<file path="src/include/harness_cfg.svh">
//##########################################################################
// Harness configuration
// Widths, memory size and latency, host register map and the preload
// pattern shared by the memory-side harness
//##########################################################################

`ifndef HARNESS_CFG_SVH
`define HARNESS_CFG_SVH

`define HARNESS_ADDR_W          16
`define HARNESS_DATA_W          32

// 256 words of backing memory at the bottom of the map
`define HARNESS_MEM_DEPTH_LOG2  8
`define HARNESS_MEM_LATENCY     3

`define HARNESS_HOST_FINISH     16'hF000
`define HARNESS_HOST_PUTCHAR    16'hF001
`define HARNESS_HOST_SCRATCH    16'hF002

`define HARNESS_LOAD_WORDS      16
`define HARNESS_LOAD_TAG        16'hA5A5

`endif

</file>
<file path="src/source/harness_pkg.sv">
//##########################################################################
// Harness types
// Command opcodes, controller phases and the address and data words
//##########################################################################

`include "harness_cfg.svh"

package harness_pkg;

   typedef enum logic [1:0] {
      e_op_read  = 2'd0,
      e_op_write = 2'd1
   } mem_op_e;

   typedef enum logic [1:0] {
      e_st_reset = 2'd0,
      e_st_load  = 2'd1,
      e_st_run   = 2'd2
   } harness_state_e;

   typedef logic [`HARNESS_ADDR_W-1:0] addr_t;
   typedef logic [`HARNESS_DATA_W-1:0] data_t;

endpackage

</file>
<file path="src/source/harness_ctrl.sv">
//##########################################################################
// Harness controller
// Sequences preload then run, routes each command to memory or host by
// address and steers responses back to the port that owns the phase
//##########################################################################

`timescale 1ns/1ps
`include "harness_cfg.svh"

module harness_ctrl
   import harness_pkg::*;
(
   input  logic    clk_i,
   input  logic    rst_n_i,
   // Processor port
   input  logic    cmd_v_i,
   input  mem_op_e cmd_op_i,
   input  addr_t   cmd_addr_i,
   input  data_t   cmd_data_i,
   output logic    cmd_ready_o,
   output logic    resp_v_o,
   output data_t   resp_data_o,
   output logic    resp_err_o,
   input  logic    resp_yumi_i,
   // Preload port
   input  logic    ld_cmd_v_i,
   input  mem_op_e ld_cmd_op_i,
   input  addr_t   ld_cmd_addr_i,
   input  data_t   ld_cmd_data_i,
   output logic    ld_cmd_ready_o,
   output logic    ld_resp_v_o,
   input  logic    ld_done_i,
   // Memory
   output logic    mem_cmd_v_o,
   output mem_op_e mem_cmd_op_o,
   output addr_t   mem_cmd_addr_o,
   output data_t   mem_cmd_data_o,
   input  logic    mem_cmd_ready_i,
   input  logic    mem_resp_v_i,
   input  data_t   mem_resp_data_i,
   output logic    mem_resp_yumi_o,
   input  logic    mem_busy_i,
   // Host
   output logic    host_cmd_v_o,
   output mem_op_e host_cmd_op_o,
   output addr_t   host_cmd_addr_o,
   output data_t   host_cmd_data_o,
   input  logic    host_cmd_ready_i,
   input  logic    host_resp_v_i,
   input  data_t   host_resp_data_i,
   input  logic    host_resp_err_i,
   output logic    host_resp_yumi_o
);

   harness_state_e state_q;
   harness_state_e state_d;
   logic    in_load;
   logic    in_run;
   logic    src_v;
   mem_op_e src_op;
   addr_t   src_addr;
   data_t   src_data;
   logic    to_mem;
   logic    mem_open;
   logic    host_open;
   logic    src_ready;
   logic    any_resp_v;
   logic    owner_yumi;

   always_comb begin
      state_d = state_q;
      case (state_q)
         e_st_reset: state_d = e_st_load;
         e_st_load: begin
            if (ld_done_i) begin
               state_d = e_st_run;
            end
         end
         e_st_run:   state_d = e_st_run;
         default:    state_d = e_st_reset;
      endcase
   end

   always_ff @(posedge clk_i) begin
      if (!rst_n_i) begin
         state_q <= e_st_reset;
      end else begin
         state_q <= state_d;
      end
   end

   assign in_load = (state_q == e_st_load);
   assign in_run  = (state_q == e_st_run);

   // Phase owner drives the shared command path
   always_comb begin
      src_v    = 1'b0;
      src_op   = cmd_op_i;
      src_addr = cmd_addr_i;
      src_data = cmd_data_i;
      if (in_load) begin
         src_v    = ld_cmd_v_i;
         src_op   = ld_cmd_op_i;
         src_addr = ld_cmd_addr_i;
         src_data = ld_cmd_data_i;
      end else if (in_run) begin
         src_v = cmd_v_i;
      end
   end

   assign to_mem = (src_addr[`HARNESS_ADDR_W-1:`HARNESS_MEM_DEPTH_LOG2] == '0);

   // Host only behind an empty memory pipe, memory only behind an idle host
   assign mem_open  = !host_resp_v_i;
   assign host_open = !mem_busy_i;

   assign mem_cmd_v_o     = src_v && to_mem && mem_open;
   assign mem_cmd_op_o    = src_op;
   assign mem_cmd_addr_o  = src_addr;
   assign mem_cmd_data_o  = src_data;
   assign host_cmd_v_o    = src_v && !to_mem && host_open;
   assign host_cmd_op_o   = src_op;
   assign host_cmd_addr_o = src_addr;
   assign host_cmd_data_o = src_data;

   assign src_ready      = to_mem ? (mem_cmd_ready_i && mem_open)
                                  : (host_cmd_ready_i && host_open);
   assign cmd_ready_o    = in_run && src_ready;
   assign ld_cmd_ready_o = in_load && src_ready;

   assign any_resp_v  = mem_resp_v_i || host_resp_v_i;
   assign resp_v_o    = in_run && any_resp_v;
   assign resp_data_o = mem_resp_v_i ? mem_resp_data_i : host_resp_data_i;
   assign resp_err_o  = host_resp_v_i && host_resp_err_i;
   assign ld_resp_v_o = in_load && any_resp_v;

   // Loader acks are drained right away
   assign owner_yumi       = in_load ? any_resp_v : (in_run && resp_yumi_i);
   assign mem_resp_yumi_o  = mem_resp_v_i && owner_yumi;
   assign host_resp_yumi_o = host_resp_v_i && owner_yumi;

   a_one_resp_source: assert property (@(posedge clk_i) disable iff (!rst_n_i)
      !(mem_resp_v_i && host_resp_v_i));

endmodule

</file>
<file path="config.mk">
export PLATFORM = sky130hd
export DESIGN_NAME = harness_ctrl
export DESIGN_NICKNAME = d
export VERILOG_FILES = /design/src/source/harness_pkg.sv /design/src/source/harness_ctrl.sv
export VERILOG_INCLUDE_DIRS = /design/src /design/src/include
export SDC_FILE = /design/constraint.sdc
export NUM_CORES = 1
export LEC_CHECK = 0
export BUFFER_PORTS_ARGS = -buffer_cell sky130_fd_sc_hd__buf_2
export CAP_MARGIN = 20
export CORE_AREA = 5 5 119 121
export CTS_CLUSTER_DIAMETER = 60
export DETAILED_ROUTE_END_ITERATION = 8
export DIE_AREA = 0 0 124 126
export SETUP_SLACK_MARGIN = 0.05
export SYNTH_ARGS = -nofsm -noshare
export SYNTH_HDL_FRONTEND = slang
export SYNTH_SLANG_ARGS = --single-unit
</file>
<file path="constraint.sdc">
create_clock -name clk_i -period 4.25 [get_ports clk_i]
set_input_delay 0.85 -clock clk_i [delete_from_list [all_inputs] [get_ports clk_i]]
set_output_delay 0.85 -clock clk_i [all_outputs]
set_load 0.01 [all_outputs]
</file>
**Word level (Yosys, flattened, before mapping)**

Cells that the tools add are included.

- Memory bits (writable): 0
- Word-level logic and storage cells: 34
- Memories: 0
- Latch bits: 0
- Bits in registers: 2
- Memory bits (read-only): 0

- Shift operators: 0
- Bitwise operators: 0
- Eq/ne operators: 3
- Reductions and logical operators: 20
- Order comparisons: 0
- Add/subtract/negate cells: 0
- Divide/modulo/power cells: 0
- Muxes and demuxes: 10
- $mul: 0

Operators by type and width:

| operator | number |
|---|---|
| 32-bit 2-to-1 mux | 2 |
| 16-bit 2-to-1 mux | 1 |
| 1-bit logical AND | 14 |
| 8-bit logical NOT | 1 |
| 2-bit case mux with 3 select lines | 1 |
| 1-bit 2-to-1 mux | 4 |
| 2-bit 2-to-1 mux | 2 |
| 1-bit logical NOT | 3 |
| 2-bit by 1-bit == test with 1-bit output, second input constant | 1 |
| 2-bit == test, second input constant | 1 |
| 2-bit logical NOT | 1 |
| 2-bit != test, second input constant | 1 |
| 1-bit logical OR | 1 |

**Longest topological paths before layout**

- Depth in word-level cells: 6
- Depth in mapped cells: 6
- Gate-level depth less buffers: 5

**Least setup slack after synthesis**

Ideal clock, no wire load.

- Path type: input -> output
- From: in cmd_addr_i[14]
- To: out cmd_ready_o
- Arrival time: 1.706 ns
- Cell stages on the path: 3
- Path slack: 1.694 ns
- Required time: 3.400 ns
- Cell sequence: or4_1 > o211ai_1 > nand4_1

- Longest elaborated chain between the ends: 4

Ends and longest elaborated chain:

| element | RTL line | source |
|---|---|---|
| start, declared | harness_ctrl.sv:18 | `input addr_t cmd_addr_i,` |
| 16-bit 2-to-1 mux | harness_ctrl.sv:101 | `if (in_load) begin` |
| 8-bit logical NOT | harness_ctrl.sv:111 | `` assign to_mem = (src_addr[`HARNESS_ADDR_W-1:`HARNESS_MEM_DEPTH_LOG2] == '0); `` |
| 1-bit 2-to-1 mux | harness_ctrl.sv:126 | `assign src_ready = to_mem ? (mem_cmd_ready_i && mem_open)` |
| 1-bit logical AND | harness_ctrl.sv:128 | `assign cmd_ready_o = in_run && src_ready;` |
| end, declared | harness_ctrl.sv:20 | `output logic cmd_ready_o,` |

Every way passes these cells.

**Worst setup path in the final report**

- From: reg state_q[1]
- To: out mem_cmd_addr_o[14]

- Longest elaborated chain between the ends: 2

Ends and longest elaborated chain:

| element | RTL line | source |
|---|---|---|
| start, declared | harness_ctrl.sv:55 | `harness_state_e state_q;` |
| start signal, assigned | harness_ctrl.sv:86 | `state_q <= e_st_reset;` |
| start signal, assigned | harness_ctrl.sv:88 | `state_q <= state_d;` |
| 2-bit by 1-bit == test with 1-bit output | harness_ctrl.sv:92 | `assign in_load = (state_q == e_st_load);` |
| 16-bit 2-to-1 mux | harness_ctrl.sv:101 |  |
| end, declared | harness_ctrl.sv:36 | `output addr_t mem_cmd_addr_o,` |

Every way passes these cells.

==> metrics <==
Pwr Density 375.4 nW/um^2; Vias roughly 2.4k; Die Ht between 100 and 150 microns; Syn-to-layout area delta 85.95%; hold crit path type reg2reg; drt pass-1 iters 4; Core Box Area between 10,000 and 15,000 sq um; Max Clock Freq around 330 MHz; CTS Hold Bufs 0; Initial Utilization 13.10%; Die W 124 microns; final WL approximately 9000 microns; synthesized area roughly 1700 sq um; cells along the critical path inv_1 -> ha_2 -> buf_4 -> mux2_2 -> buf_2; TritonCTS Buffers 3; IO buf count about 320; vias in the first global route 2,351; design area roughly 3200 sq um; largest cells by area after synthesis mux2_2 (54%), buf_4 (22%), buf_2 (2.9%); GR peak layer met2; critical path class reg2out; crit path max fanout between 40 and 50; Area after DPL between 3000 and 4000 sq um; DRC 0; Worst setup SP type flop; share of the synthesized area in the top cell type between 50% and 60%; part of the cycle the worst path needs a little under three quarters; Min Clock Period, post-route ~3.0 ns; Worst setup EP type output pin; required time of the worst setup path 3.40 ns; outcome finished, final reports clean; initial antenna violation count 0; met1 usage a little over a tenth; Slew @ Worst Pin 0.7250 ns; post-synthesis mux area share ~55%; die area 15,620 sq um; Top delay family on crit path buffers and inverters; H-Tree Depth 1; Initial DRC Count 36; Largest register FFs 2; Nets 630; post-CTS setup buffers 0; Regs by FF count state_q x2; antenna cells 0; via/cell ratio 3.810; first-pass GRT wire length about 12,000 microns; share of synthesized area occupied by flip-flops and latches between 2 and 2.5%; Synth Area in Simple Gates roughly 11%; CTS Sinks 2; Root Buffer clkbuf_16; endpoints failing setup 0; flops & latches, synth 2; Avg WL per Cell between 10 and 15 microns; Relative slew margins roughly 52%; Final Hold Vio Count 0; reg2reg setup slack approximately 2.3 ns; RSZ-0062 raised after global routing false; hpwl dp 8107 microns; post-route ant nets 0; clk_skew about 0.00014 ns; Multi-input gate area roughly 1200 sq um; Compound-Gate Fraction of Synth Area about 2.9%; largest area contributor in the netlist mux2_2; number of I/O pins about 320; Worst Path Arrival between 2 and 2.5 ns; FILL cells ~1.5k; Worst Slack Setup Final 1.222 ns; Tot GR Track Use a little under a tenth; largest family of logic cells by synthesized area multiplexers; CTS max path bufs 2; largest net degree at the start of global routing 43; setup TNS 0 ns; slowest CP cell buf_4; clock latency on the worst-skew pair ~0.22 ns; post-synthesis cell type count 23; GR Overflow Total 0; Reg clk slew, reported paths 0.03 ns; WP buf/inv 3; CTS tree yes; Synth Area in Adders about 2.2%; Post-Synthesis Cells around 190; most flop-heavy register state_q; CP max stage delay ~0.51 ns; post_cts resized 0; routability cong. between 0.7 and 0.8; # rows 42; Pins Over Slew Limit 0; peak supply drop approximately 0.15 mV; Storage cell area around 40 sq um; Syn Area/Cell 8.997 sq um; layout cells sized above 1 90.65%; synthesized net count approximately 370; pre-CTS WS 1.170 ns; met3 Resource Use GR between 1.5 and 2%; LEAKAGE between 1.5 and 2 nW; met2 global-route usage 18.58%; xor/xnor share of the synthesized area 0%; Yosys warning count 0; Max Cap Viol 0; Core Util, Final 24.36%
-- cell usage in the layout, fill, tap and decap left out --
cell type | Yosys | final
buf_2 | 10 | 316
mux2_2 | 82 | 82
nor2b_1 | 8 | 8
nor4_1 | 5 | 5
inv_1 | 3 | 3
nand3_1 | 3 | 3
or4_4 | 3 | 3
nand4_1 | 3 | 3
clkbuf_16 | 0 | 3
nor3_1 | 2 | 2
and2_1 | 2 | 2
a21oi_1 | 2 | 2
nor2_1 | 2 | 2
mux2i_1 | 2 | 2
ha_1 | 3 | 2
dfxtp_1 | 2 | 2
a22oi_1 | 1 | 1
a211oi_1 | 1 | 1
or4_1 | 1 | 1
o211ai_1 | 1 | 1
o211ai_2 | 1 | 1
o21ai_0 | 1 | 1
nand2b_1 | 1 | 1
ha_2 | 0 | 1
buf_4 | 50 | 1
-- kinds of logic after synthesis --
group           count (synthesis)
mux                            84
buf+inv                        63
simple gates                   30
compound gates                  7
fa+ha+maj                       3
flops                           2
-- Yosys cell counts, drive strengths merged --
library cell / n
nor2b: 8
a21oi: 2
nand3: 3
ha: 3
nor2: 2
nand2b: 1
a211oi: 1
nand4: 3
inv: 3
o211ai: 2
mux2: 82
a22oi: 1
or4: 4
dfxtp: 2
nor4: 5
mux2i: 2
buf: 60
o21ai: 1
and2: 2
nor3: 2
-- metal layers --
layer,up-vias,wire length (microns)
li1,1154,-
met1,1074,3270
met2,151,4556
met3,2,993
met4,0,12
met5,-,0
-- per-stage QoR --
| stage | power [mW] | cells | hold slack [ns] |
|---|---|---|---|
| 2_1_floorplan | 0.8037 | 189 | 0.5094 |
| 3_3_place_gp | 1.066 | 622 | 0.5520 |
| 3_5_place_dp | 1.067 | 622 | 0.5629 |
| 4_1_cts | 1.214 | 625 | 0.5690 |
| 5_1_grt | 1.282 | 625 | 0.5790 |
| 6_report | 1.187 | 625 | 0.5620 |
-- cell type report --
cell class              instances  area share, %
repair buffers                317          50.26
multi-input cells             124          38.78
well taps                     176          6.965
clock buffers                   3          2.374
flip-flops and latches          2          1.266
inverters                       3         0.3562
-- report_power, final --
part           internal [mW]  leakage, nW  switching, mW
sequential            0.0277       0.0166        0.00672
combinational          0.491         1.68          0.521
clock                  0.120       0.0370         0.0203
total                  0.639         1.73          0.548
-- worst min-delay path, stage by stage, from the launching register on --
cell and delay, ns:
dfxtp_1 0.31, mux2i_1 0.14, nor2b_1 0.06
-- path summary, 6_finish.rpt --
check,startpoint,end,cells after the start
worst max-delay path,state_q[1]$_SDFFE_PN0P_,mem_cmd_addr_o[14],5
worst min-delay path,state_q[0]$_SDFFE_PN0P_,state_q[0]$_SDFFE_PN0P_,2
worst max register to register,state_q[1]$_SDFFE_PN0P_,state_q[1]$_SDFFE_PN0P_,6
worst min register to register,state_q[0]$_SDFFE_PN0P_,state_q[0]$_SDFFE_PN0P_,2
(Power assumes the default switching activity.)
