## config.mk

```make
export PLATFORM = sky130hd
export DESIGN_NAME = nbf_loader
export DESIGN_NICKNAME = d
export VERILOG_FILES = /design/src/source/harness_pkg.sv /design/src/source/nbf_loader.sv
export VERILOG_INCLUDE_DIRS = /design/src /design/src/include
export SDC_FILE = /design/constraint.sdc
export NUM_CORES = 1
export LEC_CHECK = 0
export BUFFER_PORTS_ARGS = -buffer_cell sky130_fd_sc_hd__clkbuf_2
export CORE_AREA = 2 2 47 49
export DETAILED_ROUTE_END_ITERATION = 16
export DIE_AREA = 0 0 49 51
export PLACE_DENSITY = 0.84
export SYNTH_ARGS = -nofsm -noshare
export SYNTH_HDL_FRONTEND = slang
export SYNTH_SLANG_ARGS = --single-unit
```

## constraint.sdc

```tcl
create_clock -name clk_i -period 1.8 [get_ports clk_i]
set_input_delay 0.09 -clock clk_i [delete_from_list [all_inputs] [get_ports clk_i]]
set_output_delay 0.09 -clock clk_i [all_outputs]
set_load 0.05 [all_outputs]
```

## src/include/harness_cfg.svh

```systemverilog
//##########################################################################
// Harness configuration
// Widths, memory size and latency, host register map and the preload
// pattern shared by the memory-side harness
//##########################################################################

`ifndef HARNESS_CFG_SVH
`define HARNESS_CFG_SVH

`define HARNESS_ADDR_W          16
`define HARNESS_DATA_W          32

// 256 words of backing memory at the bottom of the map
`define HARNESS_MEM_DEPTH_LOG2  8
`define HARNESS_MEM_LATENCY     3

`define HARNESS_HOST_FINISH     16'hF000
`define HARNESS_HOST_PUTCHAR    16'hF001
`define HARNESS_HOST_SCRATCH    16'hF002

`define HARNESS_LOAD_WORDS      16
`define HARNESS_LOAD_TAG        16'hA5A5

`endif

```

## src/source/harness_pkg.sv

```systemverilog
//##########################################################################
// Harness types
// Command opcodes, controller phases and the address and data words
//##########################################################################

`include "harness_cfg.svh"

package harness_pkg;

   typedef enum logic [1:0] {
      e_op_read  = 2'd0,
      e_op_write = 2'd1
   } mem_op_e;

   typedef enum logic [1:0] {
      e_st_reset = 2'd0,
      e_st_load  = 2'd1,
      e_st_run   = 2'd2
   } harness_state_e;

   typedef logic [`HARNESS_ADDR_W-1:0] addr_t;
   typedef logic [`HARNESS_DATA_W-1:0] data_t;

endpackage

```

## src/source/nbf_loader.sv

```systemverilog
//##########################################################################
// Preload engine
// Writes the tagged index pattern into the bottom of memory, one word
// per accepted cycle, and flags done once every write is acknowledged
//##########################################################################

`timescale 1ns/1ps
`include "harness_cfg.svh"

module nbf_loader
   import harness_pkg::*;
(
   input  logic    clk_i,
   input  logic    rst_n_i,
   output logic    cmd_v_o,
   output mem_op_e cmd_op_o,
   output addr_t   cmd_addr_o,
   output data_t   cmd_data_o,
   input  logic    cmd_ready_i,
   input  logic    resp_v_i,
   output logic    done_o
);

   localparam int CNT_W = $clog2(`HARNESS_LOAD_WORDS + 1);
   localparam logic [CNT_W-1:0] TOTAL = CNT_W'(`HARNESS_LOAD_WORDS);

   logic [CNT_W-1:0] issue_cnt_q;
   logic [CNT_W-1:0] ack_cnt_q;

   assign cmd_v_o    = (issue_cnt_q != TOTAL);
   assign cmd_op_o   = e_op_write;
   assign cmd_addr_o = addr_t'(issue_cnt_q);
   // Tag above, word index below
   assign cmd_data_o = {`HARNESS_LOAD_TAG, (`HARNESS_DATA_W-16)'(issue_cnt_q)};

   assign done_o = (issue_cnt_q == TOTAL) && (ack_cnt_q == TOTAL);

   always_ff @(posedge clk_i) begin
      if (!rst_n_i) begin
         issue_cnt_q <= '0;
         ack_cnt_q   <= '0;
      end else begin
         if (cmd_v_o && cmd_ready_i) begin
            issue_cnt_q <= issue_cnt_q + 1'b1;
         end
         if (resp_v_i) begin
            ack_cnt_q <= ack_cnt_q + 1'b1;
         end
      end
   end

   // Once done the loader stays quiet for good
   a_quiet_after_done: assert property (@(posedge clk_i) disable iff (!rst_n_i)
      done_o |=> (done_o && !cmd_v_o));

endmodule

```

# ---- Word level (Yosys, flattened, before mapping)
# Cells that the tools add are included.
dict set report classes {
  reduce_logical 2
  n_addsub 2
  n_mux 0
  n_div 0
  shift 0
  bitwise 0
  order_cmp 0
  n_eq_ne 3
  mul 0
}
# operator n
set ops {}
lappend ops {{$add A5 B1 Y5 const B} 2}
lappend ops {{$eq A5 B5 Y1 const B} 2}
lappend ops {{$ne A5 B5 Y1 const B} 1}
lappend ops {{$logic_and A1 B1 Y1} 2}
dict set report totals {
  out_inout_bits 52
  memories 0
  in_bits 4
  regBits 10
  ramBits 0
  elab_cells 9
  latchBits 0
  mem_bits_ro 0
}

# ---- Longest topological paths before layout
# Gate-level depths: netlist of the first run.
dict set report depth {
  ltp_word 2
  mapped_depth 5
}

# ---- Worst setup path after synthesis of the first run
# Ideal clock, no wire load.
dict set report synth_path {
  kind {flip-flop to output port}
  start {register issue_cnt_q[0]}
  end {output done_o}
  n_path_buf 0
  arrival_time_ps 2709
  slack_ps -999
  path_stages_with_launch 5
  path_cell_list {dfxtp_1 inv_1 ha_1 nand4bb_4 nor4_1}
}
dict set report synth_via {
  elab_chain_cells 2
}
# item line
set synth_lines {}
lappend synth_lines {{start: declaration} nbf_loader.sv:27} ;# logic [CNT_W-1:0] issue_cnt_q;
lappend synth_lines {{start signal: assignment} nbf_loader.sv:44} ;# issue_cnt_q <= issue_cnt_q + 1'b1;
lappend synth_lines {{$eq A5 B5 Y1} nbf_loader.sv:36} ;# assign done_o = (issue_cnt_q == TOTAL) && (ack_cnt_q == TOTAL);
lappend synth_lines {{$logic_and A1 B1 Y1} nbf_loader.sv:36}
lappend synth_lines {{end: declaration} nbf_loader.sv:21} ;# output logic done_o
# No other way between the ends.

# ---- Worst setup path after layout of the first run
# Ends and elaborated chain as after synthesis.

==> results of run 1 <==
[cell type report]
type	count	area share, %
Multi-Input combinational cell	77	55.4
Sequential cell	10	24.8
Tap cell	28	4.29
Timing Repair Buffer	15	9.20
Inverter	4	1.84
Clock buffer	4	4.45
[logic make-up after synthesis]
kind of cell / after synthesis
other: 2
AND/OR/NAND/NOR: 23
XOR/XNOR: 7
AO/OA/AOI/OAI: 2
buffers and inverters: 50
adder cells (fa/ha/maj): 4
flip-flops: 10
multiplexers: 1
[per-layer routing]
| layer | vias to the layer above | share of wire [%] | global-route usage (%) |
|---|---|---|---|
| li1 | 250 | - | - |
| met1 | 237 | 39 | 8.96 |
| met2 | 36 | 49 | 16.0 |
| met3 | 2 | 11 | 2.92 |
| met4 | 0 | 0.57 | 2.86 |
| met5 | - | 0 | 0 |
[worst min path at each step]
stage                      from                          end  cells past startpoint
CTS                 cmd_ready_i  issue_cnt_q[1]$_SDFFE_PN0P_                      3
global route            rst_n_i    ack_cnt_q[1]$_SDFFE_PN0P_                      2
floorplan               rst_n_i  issue_cnt_q[1]$_SDFFE_PN0P_                      2
detailed placement  cmd_ready_i  issue_cnt_q[1]$_SDFFE_PN0P_                      3
global placement    cmd_ready_i  issue_cnt_q[0]$_SDFFE_PN0P_                      3
finish              cmd_ready_i  issue_cnt_q[1]$_SDFFE_PN0P_                      3
[cells in the mapped netlist]
master,number,area [um^2]
sky130_fd_sc_hd__and2_1,5,31.3
sky130_fd_sc_hd__and2_4,1,8.76
sky130_fd_sc_hd__buf_4,45,338
sky130_fd_sc_hd__clkbuf_1,1,3.75
sky130_fd_sc_hd__conb_1,2,7.51
sky130_fd_sc_hd__dfxtp_1,10,200
sky130_fd_sc_hd__ha_1,4,50.1
sky130_fd_sc_hd__inv_1,4,15.0
sky130_fd_sc_hd__mux2i_1,1,10.0
sky130_fd_sc_hd__nand2_1,6,22.5
sky130_fd_sc_hd__nand4_1,6,37.5
sky130_fd_sc_hd__nand4bb_4,1,27.5
sky130_fd_sc_hd__nor2_1,2,7.51
sky130_fd_sc_hd__nor2b_1,1,6.26
sky130_fd_sc_hd__nor4_1,1,6.26
sky130_fd_sc_hd__o21ai_2,2,17.5
sky130_fd_sc_hd__xnor2_1,4,35.0
sky130_fd_sc_hd__xor2_1,3,26.3
[power groups by stage]
stage | Clock, uW | Combinational (uW) | Sequential [uW]
floorplan | 0 | 299 | 259
global placement | 0 | 256 | 247
detailed placement | 0 | 257 | 248
CTS | 209 | 258 | 243
global route | 217 | 271 | 245
finish | 201 | 260 | 243
[flip-flops by register name, indices dropped and copies added (netlist names)]
signal / cells
ack_cnt_q: 5
issue_cnt_q: 5
[metrics by stage]
| step | hold slack (ns) | total power, uW | area, um^2 | util, % |
|---|---|---|---|---|
| after floorplan | 0.234 | 558 | 1010 | - |
| after global placement | 0.425 | 503 | 779 | 37.8 |
| after detailed placement | 0.442 | 505 | 779 | 37.8 |
| after CTS | 0.162 | 709 | 816 | 39.5 |
| after global routing | 0.187 | 733 | 816 | 39.5 |
| final | 0.168 | 703 | 816 | 39.5 |
[placed cells by master (no fill, tap or decap)]
cell and instances:
sky130_fd_sc_hd__nand4_1 6, sky130_fd_sc_hd__conb_1 40, sky130_fd_sc_hd__mux2i_1 1, sky130_fd_sc_hd__clkbuf_8 1
sky130_fd_sc_hd__xor2_1 3, sky130_fd_sc_hd__dfxtp_1 8, sky130_fd_sc_hd__clkbuf_2 15, sky130_fd_sc_hd__nor4_4 1
sky130_fd_sc_hd__and2_4 1, sky130_fd_sc_hd__nor2b_1 1, sky130_fd_sc_hd__nand2_1 6, sky130_fd_sc_hd__dfxtp_2 2
sky130_fd_sc_hd__o21ai_2 2, sky130_fd_sc_hd__and2_1 5, sky130_fd_sc_hd__clkbuf_4 3, sky130_fd_sc_hd__xnor2_1 4
sky130_fd_sc_hd__nor2_1 2, sky130_fd_sc_hd__nand4bb_4 1, sky130_fd_sc_hd__ha_1 4, sky130_fd_sc_hd__inv_1 4
[worst max-delay path, stage by stage, from the launching register on]
cell,delay (ns)
sky130_fd_sc_hd__dfxtp_2,0.35
sky130_fd_sc_hd__inv_1,0.08
sky130_fd_sc_hd__ha_1,0.19
sky130_fd_sc_hd__nand4bb_4,0.17
sky130_fd_sc_hd__nor4_4,0.15
sky130_fd_sc_hd__clkbuf_2,0.31
==> out/results.tsv, run 1 <==
stage	metric	value	unit
outcome	outcome	finished, final reports clean	
sta	finalCriticalPeriod	1.61	ns
synthesis	synth_xor_xnor_area_share	7.21	%
floorplanning	top_level_ports	56	
routing	routedWlPerCell	7.68	um
cells_and_area	num-fill-cells	232	
synthesis	synth-compound-area-share	2.06	%
cts	cts_setup_buffers	0	
sta	finalSetupViolations	0	
sta	final_tns_setup	0	ns
cells_and_area	n_antenna_cell	0	
place	place_ws	0.480	ns
critical_path	worst_setup_path_endpoint	done_o	
cells_and_area	area_delta_synth_final	-4.12	%
floorplanning	die-width	49	um
critical_path	criticalPathCategory	reg -> out	
cts	worst_setup_hold_path_clk_slew	0.07	ns
routing	route.antenna.remaining_nets	0	
power	p_sw_share	46.2	%
cts	cts_num_sinks	10	
place	routabilityCongestion	0.757	
cts	cts_htree_levels	1	
sta	drv_slew	0	
critical_path	crit-reg2reg-capture	issue_cnt_q[0]$_SDFFE_PN0P_	
global_routing	grt_antenna_before_repair	0	
critical_path	timing.critical_path.from	issue_cnt_q[0]$_SDFFE_PN0P_	
synthesis	ys.warnings.count	0	
synthesis	synth.area.mux_share	1.18	%
critical_path	reg2reg_depth	5	
synthesis	synth.cell_area	851	um^2
place	detailed_place_hpwl	908	um
synthesis	syn_avg_cell_area	8.59	um^2
critical_path	worst-path-max-fanout	6	
power	max-vdd-ir-drop	271	uV
cts	cts_repair_resize_count	0	
power	intPower	378	uW
power	power_leakage	0.000411	uW
global_routing	first_global_vias	434	
cells_and_area	final_layout_size_suffix_gt1_share	23.6	%
global_routing	grt_remaining_overflow	0	
synthesis	post_synth_and_or_nand_nor_area_fraction	17.4	%
critical_path	critical_path_end_type	output port	
worst_hold_path	holdCritPathClass	in -> reg	
global_routing	grt_pass1_wl	1730	um
floorplanning	fp.coreArea	2060	um^2
floorplanning	start_util	41.2	%
critical_path	reg2reg_slack	0.61	ns
synthesis	synth_seq_cells	10	
cells_and_area	multi_input_comb_area	452	um^2
power	power.density_cell_area	862	nW/um^2
cts	clkLatencyLatePin	0.26	ns
routing	initialDrtViolationCount	8	
critical_path	worst_setup_start_kind	flip-flop	
sta	unrepaired_setup_endpoints_after_global_routing	false	
place	portBuffers	15	
synthesis	yosysSeqAreaShare	23.5	%
routing	drcViolationCount	0	
critical_path	worstPathRequired	1.71	ns
sta	fin_ws	0.194	ns
floorplanning	floorplan.die_area	2500	um^2
cts	cts_hold_buffers	0	
synthesis	cells_after_synthesis	99	
power	seq_power_share	34.6	%
floorplanning	row_count	17	
routing	detail_route.vias_per_cell	3.80	
cts	cts_root_buffer	sky130_fd_sc_hd__clkbuf_4	
power	net-switching-power	325	uW
sta	fin_worst_skew	0.000860	ns
job	number_of_maximum_capacitance_violations	0	
sta	max_freq	623	MHz
global_routing	grt_util_all_layers	8.55	%
cells_and_area	post_layout_nonfiller_instances	138	
cells_and_area	number_of_nets_in_the_finished_design	119	
cts	clock_tree.buffer_depth	2	
synthesis	yosysUniqueCellTypes	18	
routing	first_pass_drt_iterations	4	
sta	hold_viol	0	
routing	route.vias.total	525	
synthesis	yosys.area_share.adder	5.88	%
cts	numCtsBuffers	3	
sta	min_period_over_period	89.2	%
global_routing	grt_start_max_net_pins	12	
cts	tritoncts	yes	
synthesis	synth_top_family_by_area	buffers and inverters	
power	p_comb_share	36.9	%
critical_path	critical_path.reg2reg.startpoint	issue_cnt_q[0]$_SDFFE_PN0P_	
power	clock_power_share	28.5	%
critical_path	timing.critical_path.arrival	1.52	ns
routing	wirelength	1060	um
place	cells_after_dpl	134	
cells_and_area	layout.area.seq	203	um^2
floorplanning	height_of_the_chip	51	um
Note: power is estimated with default switching activity, not from simulation.
==> inputs of run 2 (changes only) <==
--- a/config.mk
+++ b/config.mk
@@ -7,10 +7,10 @@
 export NUM_CORES = 1
 export LEC_CHECK = 0
 export BUFFER_PORTS_ARGS = -buffer_cell sky130_fd_sc_hd__clkbuf_2
-export CORE_AREA = 2 2 47 49
+export CORE_AREA = 2 2 49 51
 export DETAILED_ROUTE_END_ITERATION = 16
-export DIE_AREA = 0 0 49 51
-export PLACE_DENSITY = 0.84
+export DIE_AREA = 0 0 51 53
+export PLACE_DENSITY = 0.78
 export SYNTH_ARGS = -nofsm -noshare
 export SYNTH_HDL_FRONTEND = slang
 export SYNTH_SLANG_ARGS = --single-unit
==> constraint.sdc (replaced) <==
create_clock -name clk_i -period 1.79 [get_ports clk_i]
set_input_delay 0.0895 -clock clk_i [delete_from_list [all_inputs] [get_ports clk_i]]
set_output_delay 0.0895 -clock clk_i [all_outputs]
set_load 0.05 [all_outputs]
==> run 2 against run 1 <==
  * Clock skew rose by 0.0041 ns
  * Critical path depth did not move
  * Total power grew 0.82%
  * Global-route usage up 0.25 points
  * Cell count unchanged
  * Non-clock buffer count did not move
  * Flip-flop and latch count did not move
  * Sequential power hardly changed
  * Sequential share of layout area unchanged
  * Via count rose by 0.19%
==> out/results.tsv, run 2 (synthesis results as in run 1) <==
stage	metric	value	unit	change
global_routing	grt_pass1_wl	1650	um	was 1730 um
sta	finalSetupViolations	0		unchanged
outcome	outcome	finished, final reports clean		unchanged
cells_and_area	number_of_nets_in_the_finished_design	119		unchanged
global_routing	first_global_vias	383		was 434
critical_path	cp_num_buf_inv	2		unchanged
cts	cts_hold_buffers	0		unchanged
routing	route.antenna.remaining_nets	0		unchanged
sta	hold_viol	0		unchanged
cells_and_area	final_core_util	38.0	%	was 39.5%
critical_path	worstPathRequired	1.70	ns	was 1.71 ns
power	intPower	380	uW	was 378 uW
floorplanning	top_level_ports	56		unchanged
critical_path	criticalPathCategory	reg -> out		unchanged
cts	clkLatencyLatePin	0.27	ns	was 0.26 ns
critical_path	cpMaxStageDelayCell	sky130_fd_sc_hd__dfxtp_2		unchanged
floorplanning	row_count	17		unchanged
cells_and_area	leading_cell_types_in_the_layout_fill_and_taps_excluded	sky130_fd_sc_hd__conb_1, sky130_fd_sc_hd__clkbuf_2, sky130_fd_sc_hd__dfxtp_1		unchanged
routing	detail_route.vias_per_cell	3.81		was 3.80
cts	tritoncts	yes		unchanged
critical_path	timing.critical_path.from	issue_cnt_q[0]$_SDFFE_PN0P_		unchanged
power	power_leakage	0.000411	uW	unchanged
cts	cts_repair_resize_count	0		unchanged
routing	drcViolationCount	0		unchanged
floorplanning	fp.coreArea	2150	um^2	was 2060 um^2
critical_path	worstPathCellList	inv_1 -> ha_1 -> nand4bb_4 -> nor4_4 -> clkbuf_2		unchanged
floorplanning	floorplan.die_area	2700	um^2	was 2500 um^2
critical_path	worst-path-max-fanout	6		unchanged
cts	cts_num_sinks	10		unchanged
routing	route.vias.total	526		was 525
power	max-vdd-ir-drop	228	uV	was 271 uV
sta	min_period_over_period	90.0	%	
critical_path	critical_path_end_type	output port		unchanged
cts	cts_root_buffer	sky130_fd_sc_hd__clkbuf_4		unchanged
cells_and_area	n_antenna_cell	0		unchanged
critical_path	critical_path.max_stage_delay	0.35	ns	about the same
global_routing	grt_remaining_overflow	0		unchanged
routing	initialDrtViolationCount	2		was 8
power	clock_power_share	28.9	%	was 28.5%
routing	routedWlPerCell	8.20	um	was 7.68 um
power	seq_power_share	34.4	%	was 34.6%
power	net-switching-power	329	uW	was 325 uW
cells_and_area	final_layout_size_suffix_gt1_share	23.6	%	unchanged
critical_path	timing.critical_path.arrival	1.52	ns	about the same
power	p_sw_share	46.4	%	was 46.2%
routing	wirelength	1130	um	was 1060 um
place	routabilityCongestion	0.753		was 0.757
cts	worst_setup_hold_path_clk_slew	0.07	ns	about the same
cells_and_area	num-fill-cells	226		was 232
global_routing	grt_antenna_before_repair	0		unchanged
sta	final_tns_setup	0	ns	unchanged
power	power.density_cell_area	869	nW/um^2	was 862 nW/um^2
place	detailed_place_hpwl	919	um	was 908 um
critical_path	critical_path.top_delay_family	buffers and inverters		unchanged
sta	drv_slew	0		unchanged
cells_and_area	area_delta_synth_final	-4.12	%	unchanged
floorplanning	start_util	39.6	%	was 41.2%
cts	numCtsBuffers	3		unchanged
floorplanning	die-width	51	um	was 49 um
floorplanning	height_of_the_chip	53	um	was 51 um
global_routing	grt_start_max_net_pins	12		unchanged
critical_path	reg2reg_slack	0.62	ns	was 0.61 ns
cts	cts_setup_buffers	0		unchanged
critical_path	critical_path.reg2reg.startpoint	issue_cnt_q[0]$_SDFFE_PN0P_		unchanged
worst_hold_path	min-delay-start	cmd_ready_i		unchanged
sta	finalCriticalPeriod	1.61	ns	
cells_and_area	commonest_non_fill_non_tap_cell_in_the_layout	sky130_fd_sc_hd__conb_1		unchanged
place	portBuffers	15		unchanged
power	p_comb_share	36.6	%	was 36.9%
sta	unrepaired_setup_endpoints_after_global_routing	false		unchanged
global_routing	grt_util_all_layers	8.81	%	was 8.55%
sta	fin_worst_skew	0.00498	ns	was 0.000860 ns
cells_and_area	top_regs	ack_cnt_q: 5 flops, issue_cnt_q: 5 flops		unchanged
sta	max_freq	621	MHz	
cts	cts_htree_levels	1		unchanged
worst_hold_path	holdCritPathClass	in -> reg		unchanged
critical_path	worst_setup_start_kind	flip-flop		unchanged
job	number_of_maximum_capacitance_violations	0		unchanged
cts	clock_tree.buffer_depth	2		unchanged
routing	first_pass_drt_iterations	4		unchanged
## run 2: tightest hold or removal path, cell delays in order
cell and delay, ns:
sky130_fd_sc_hd__clkbuf_2 0.13, sky130_fd_sc_hd__nand4_1 0.11, sky130_fd_sc_hd__o21ai_2 0.05
## run 2: through the flow
| stage | std cells | area, um^2 | worst slack, ns | total power, uW | hold WS, ns |
|---|---|---|---|---|---|
| floorplan | 137 | 1010 | 0.0112 | 562 | 0.233 |
| global placement | 134 | 779 | 0.517 | 506 | 0.421 |
| detailed placement | 134 | 779 | 0.464 | 508 | 0.418 |
| CTS | 138 | 816 | 0.163 | 715 | 0.133 |
| global route | 138 | 816 | 0.0558 | 750 | 0.145 |
| finish | 138 | 816 | 0.179 | 709 | 0.137 |
## run 2: cell type report
type / instances / area, um^2 / area share (%)
flip-flops and latches: 10 / 203 / 24.8
repair buffers: 15 / 75.1 / 9.20
clock buffers: 4 / 36.3 / 4.45
multi-input cells: 77 / 452 / 55.4
well taps: 28 / 35.0 / 4.29
inverters: 4 / 15.0 / 1.84
## run 2: worst paths after layout
| path | cells past startpoint | endpoint |
|---|---|---|
| setup reg to reg | 5 | issue_cnt_q[1]$_SDFFE_PN0P_ |
| setup / recovery | 5 | done_o |
| hold / removal | 3 | issue_cnt_q[1]$_SDFFE_PN0P_ |
| hold reg to reg | 2 | issue_cnt_q[1]$_SDFFE_PN0P_ |
## run 2: routing by layer
metal | routed length [um] | track usage [%] | part of all wire [%] | up-vias
met4 | 4 | 8.11 | 0.35 | 0
met3 | 142 | 3.67 | 13 | 2
met5 | 0 | 0 | 0 | -
li1 | - | - | - | 251
met1 | 445 | 8.83 | 39 | 235
met2 | 539 | 13.9 | 48 | 38
## run 2: power by group through the flow
stage | combinational, uW | clock, uW | sequential, uW
2_1_floorplan | 301 | 0 | 261
3_3_place_gp | 258 | 0 | 248
3_5_place_dp | 259 | 0 | 250
4_1_cts | 259 | 211 | 244
5_1_grt | 273 | 232 | 246
6_report | 260 | 205 | 244
==> inputs of run 3 (changes only) <==
--- a/config.mk
+++ b/config.mk
@@ -10,7 +10,9 @@
 export CORE_AREA = 2 2 49 51
 export DETAILED_ROUTE_END_ITERATION = 16
 export DIE_AREA = 0 0 51 53
-export PLACE_DENSITY = 0.78
+export GPL_TIMING_DRIVEN = 1
+export PLACE_DENSITY_LB_ADDON = 0.3
+export RECOVER_POWER = 50
 export SYNTH_ARGS = -nofsm -noshare
 export SYNTH_HDL_FRONTEND = slang
 export SYNTH_SLANG_ARGS = --single-unit
==> run 3 against run 2 <==
  * Setup slack got worse by 0.0080 ns
  * Clock skew down 0.00092 ns
  * Non-clock buffer count unchanged
==> out/results.tsv, run 3 (synthesis results as in run 1) <==
stage	metric	value	unit	change
outcome	outcome	finished, final reports clean		unchanged
floorplanning	row_count	17		unchanged
critical_path	worst-path-max-fanout	6		unchanged
power	power_leakage	0.000389	uW	was 0.000411 uW
cts	clkLatencyLatePin	0.26	ns	was 0.27 ns
power	max-vdd-ir-drop	314	uV	was 228 uV
cells_and_area	fin_area	807	um^2	was 816 um^2
critical_path	crit-reg2reg-capture	issue_cnt_q[0]$_SDFFE_PN0P_		was issue_cnt_q[1]$_SDFFE_PN0P_
sta	slew_headroom	60.3	%	
cts	cts_root_buffer	sky130_fd_sc_hd__clkbuf_4		unchanged
cts	cts_repair_resize_count	0		unchanged
sta	finalSetupViolations	0		unchanged
floorplanning	start_util	39.6	%	unchanged
worst_hold_path	hold-path-cell-count	3		unchanged
floorplanning	fp.coreArea	2150	um^2	unchanged
place	portBuffers	15		unchanged
global_routing	grt_antenna_before_repair	0		unchanged
floorplanning	floorplan.die_area	2700	um^2	unchanged
critical_path	timing.critical_path.arrival	1.53	ns	was 1.52 ns
critical_path	timing.critical_path.from	issue_cnt_q[1]$_SDFFE_PN0P_		was issue_cnt_q[0]$_SDFFE_PN0P_
cts	clock_tree.buffer_depth	2		unchanged
sta	finalCriticalPeriod	1.62	ns	was 1.61 ns
routing	route.vias.total	508		was 526
cts	tritoncts	yes		unchanged
routing	initialDrtViolationCount	7		was 2
sta	finalHoldWorstSlack	0.155	ns	was 0.137 ns
worst_hold_path	min-delay-start	cmd_ready_i		unchanged
sta	hold_viol	0		unchanged
sta	unrepaired_setup_endpoints_after_global_routing	false		unchanged
cells_and_area	area_delta_synth_final	-5.15	%	was -4.12%
routing	route.antenna.remaining_nets	0		unchanged
global_routing	grt_pass1_wl	1700	um	was 1650 um
global_routing	grt_start_max_net_pins	12		unchanged
routing	routedWlPerCell	8.07	um	was 8.20 um
cells_and_area	top_regs	ack_cnt_q: 5 flops, issue_cnt_q: 5 flops		unchanged
cts	cts_hold_buffers	0		unchanged
global_routing	grt_util_all_layers	8.83	%	was 8.81%
critical_path	reg2reg_slack	0.59	ns	was 0.62 ns
routing	drcViolationCount	0		unchanged
place	place_area	779	um^2	unchanged
place	routabilityCongestion	0.733		was 0.753
floorplanning	top_level_ports	56		unchanged
floorplanning	die-width	51	um	unchanged
cells_and_area	final_layout_size_suffix_gt1_share	17.3	%	was 23.6%
cts	cts_num_sinks	10		unchanged
power	finalPower	699	uW	was 709 uW
routing	first_pass_drt_iterations	4		unchanged
cells_and_area	commonest_non_fill_non_tap_cell_in_the_layout	sky130_fd_sc_hd__conb_1		unchanged
cells_and_area	num-fill-cells	246		was 226
cts	numCtsBuffers	3		unchanged
sta	min_period_over_period	90.4	%	was 90.0%
worst_hold_path	holdPathEnd	issue_cnt_q[0]$_SDFFE_PN0P_		was issue_cnt_q[1]$_SDFFE_PN0P_
cells_and_area	n_antenna_cell	0		unchanged
cts	cts_setup_buffers	0		unchanged
critical_path	worst_setup_start_kind	flip-flop		unchanged
sta	final_tns_setup	0	ns	unchanged
critical_path	reg2reg_depth	5		unchanged
cts	cts_htree_levels	1		unchanged
sta	drv_slew	0		unchanged
cts	worst_setup_hold_path_clk_slew	0.07	ns	about the same
routing	detail_route.vias_per_cell	3.68		was 3.81
power	power.density_cell_area	866	nW/um^2	was 869 nW/um^2
critical_path	critical_path_end_type	output port		unchanged
sta	worstMarginPinSlew	0.598	ns	
critical_path	critical_path.reg2reg.startpoint	issue_cnt_q[1]$_SDFFE_PN0P_		was issue_cnt_q[0]$_SDFFE_PN0P_
floorplanning	height_of_the_chip	53	um	unchanged
worst_hold_path	holdCritPathClass	in -> reg		unchanged
job	number_of_maximum_capacitance_violations	0		unchanged
global_routing	first_global_vias	395		was 383
critical_path	criticalPathCategory	reg -> out		unchanged
place	detailed_place_hpwl	911	um	was 919 um
global_routing	grt_remaining_overflow	0		unchanged
sta	max_freq	618	MHz	was 621 MHz
sta	fin_worst_skew	0.00406	ns	was 0.00498 ns
cells_and_area	number_of_nets_in_the_finished_design	119		unchanged
cells_and_area	leading_cell_types_in_the_layout_fill_and_taps_excluded	sky130_fd_sc_hd__conb_1, sky130_fd_sc_hd__dfxtp_1, sky130_fd_sc_hd__clkbuf_2		was sky130_fd_sc_hd__conb_1, sky130_fd_sc_hd__clkbuf_2, sky130_fd_sc_hd__dfxtp_1
routing	wirelength	1110	um	was 1130 um
critical_path	worstPathRequired	1.70	ns	about the same
-- run 3: stage by stage --
| step | utilization [%] | instances | setup WS, ns |
|---|---|---|---|
| floorplan | - | 137 | 0.0112 |
| global placement | 36.3 | 134 | 0.503 |
| detailed placement | 36.3 | 134 | 0.464 |
| CTS | 38.0 | 138 | 0.161 |
| global route | 37.6 | 138 | 0.0579 |
| finish | 37.6 | 138 | 0.171 |
-- run 3: critical path, stage by stage, from the launching register on --
cell	delay [ns]
sky130_fd_sc_hd__dfxtp_1	0.37
sky130_fd_sc_hd__inv_1	0.08
sky130_fd_sc_hd__ha_1	0.18
sky130_fd_sc_hd__nand4bb_4	0.17
sky130_fd_sc_hd__nor4_4	0.16
sky130_fd_sc_hd__clkbuf_2	0.31
-- run 3: area by class of cell --
cell class	count	area (um^2)	area share (%)
Tap cell	28	35.0	4.34
Inverter	4	15.0	1.86
Clock buffer	4	36.3	4.50
Multi-Input combinational cell	77	452	56.0
Timing Repair Buffer	15	67.6	8.37
Sequential cell	10	201	25.0
-- run 3: layer usage --
| metal | vias up | share of wire (%) | GRT usage (%) |
|---|---|---|---|
| li1 | 247 | - | - |
| met1 | 223 | 39 | 9.91 |
| met2 | 34 | 47 | 13.9 |
| met3 | 4 | 12 | 2.82 |
| met4 | 0 | 2.1 | 6.76 |
| met5 | - | 0 | 0 |
-- run 3: power breakdown --
| group | switching, uW | internal (uW) |
|---|---|---|
| Sequential | 11.6 | 232 |
| Clock | 74.6 | 123 |
| Combinational | 235 | 22.2 |
-- run 3: worst max-delay path by stage --
stage | end | slack, ns | cells after the start
after global placement | done_o | 0.50 | 5
after floorplan | done_o | 0.01 | 2
after detailed placement | done_o | 0.46 | 5
after CTS | done_o | 0.16 | 5
final | done_o | 0.17 | 5
after global routing | done_o | 0.06 | 5
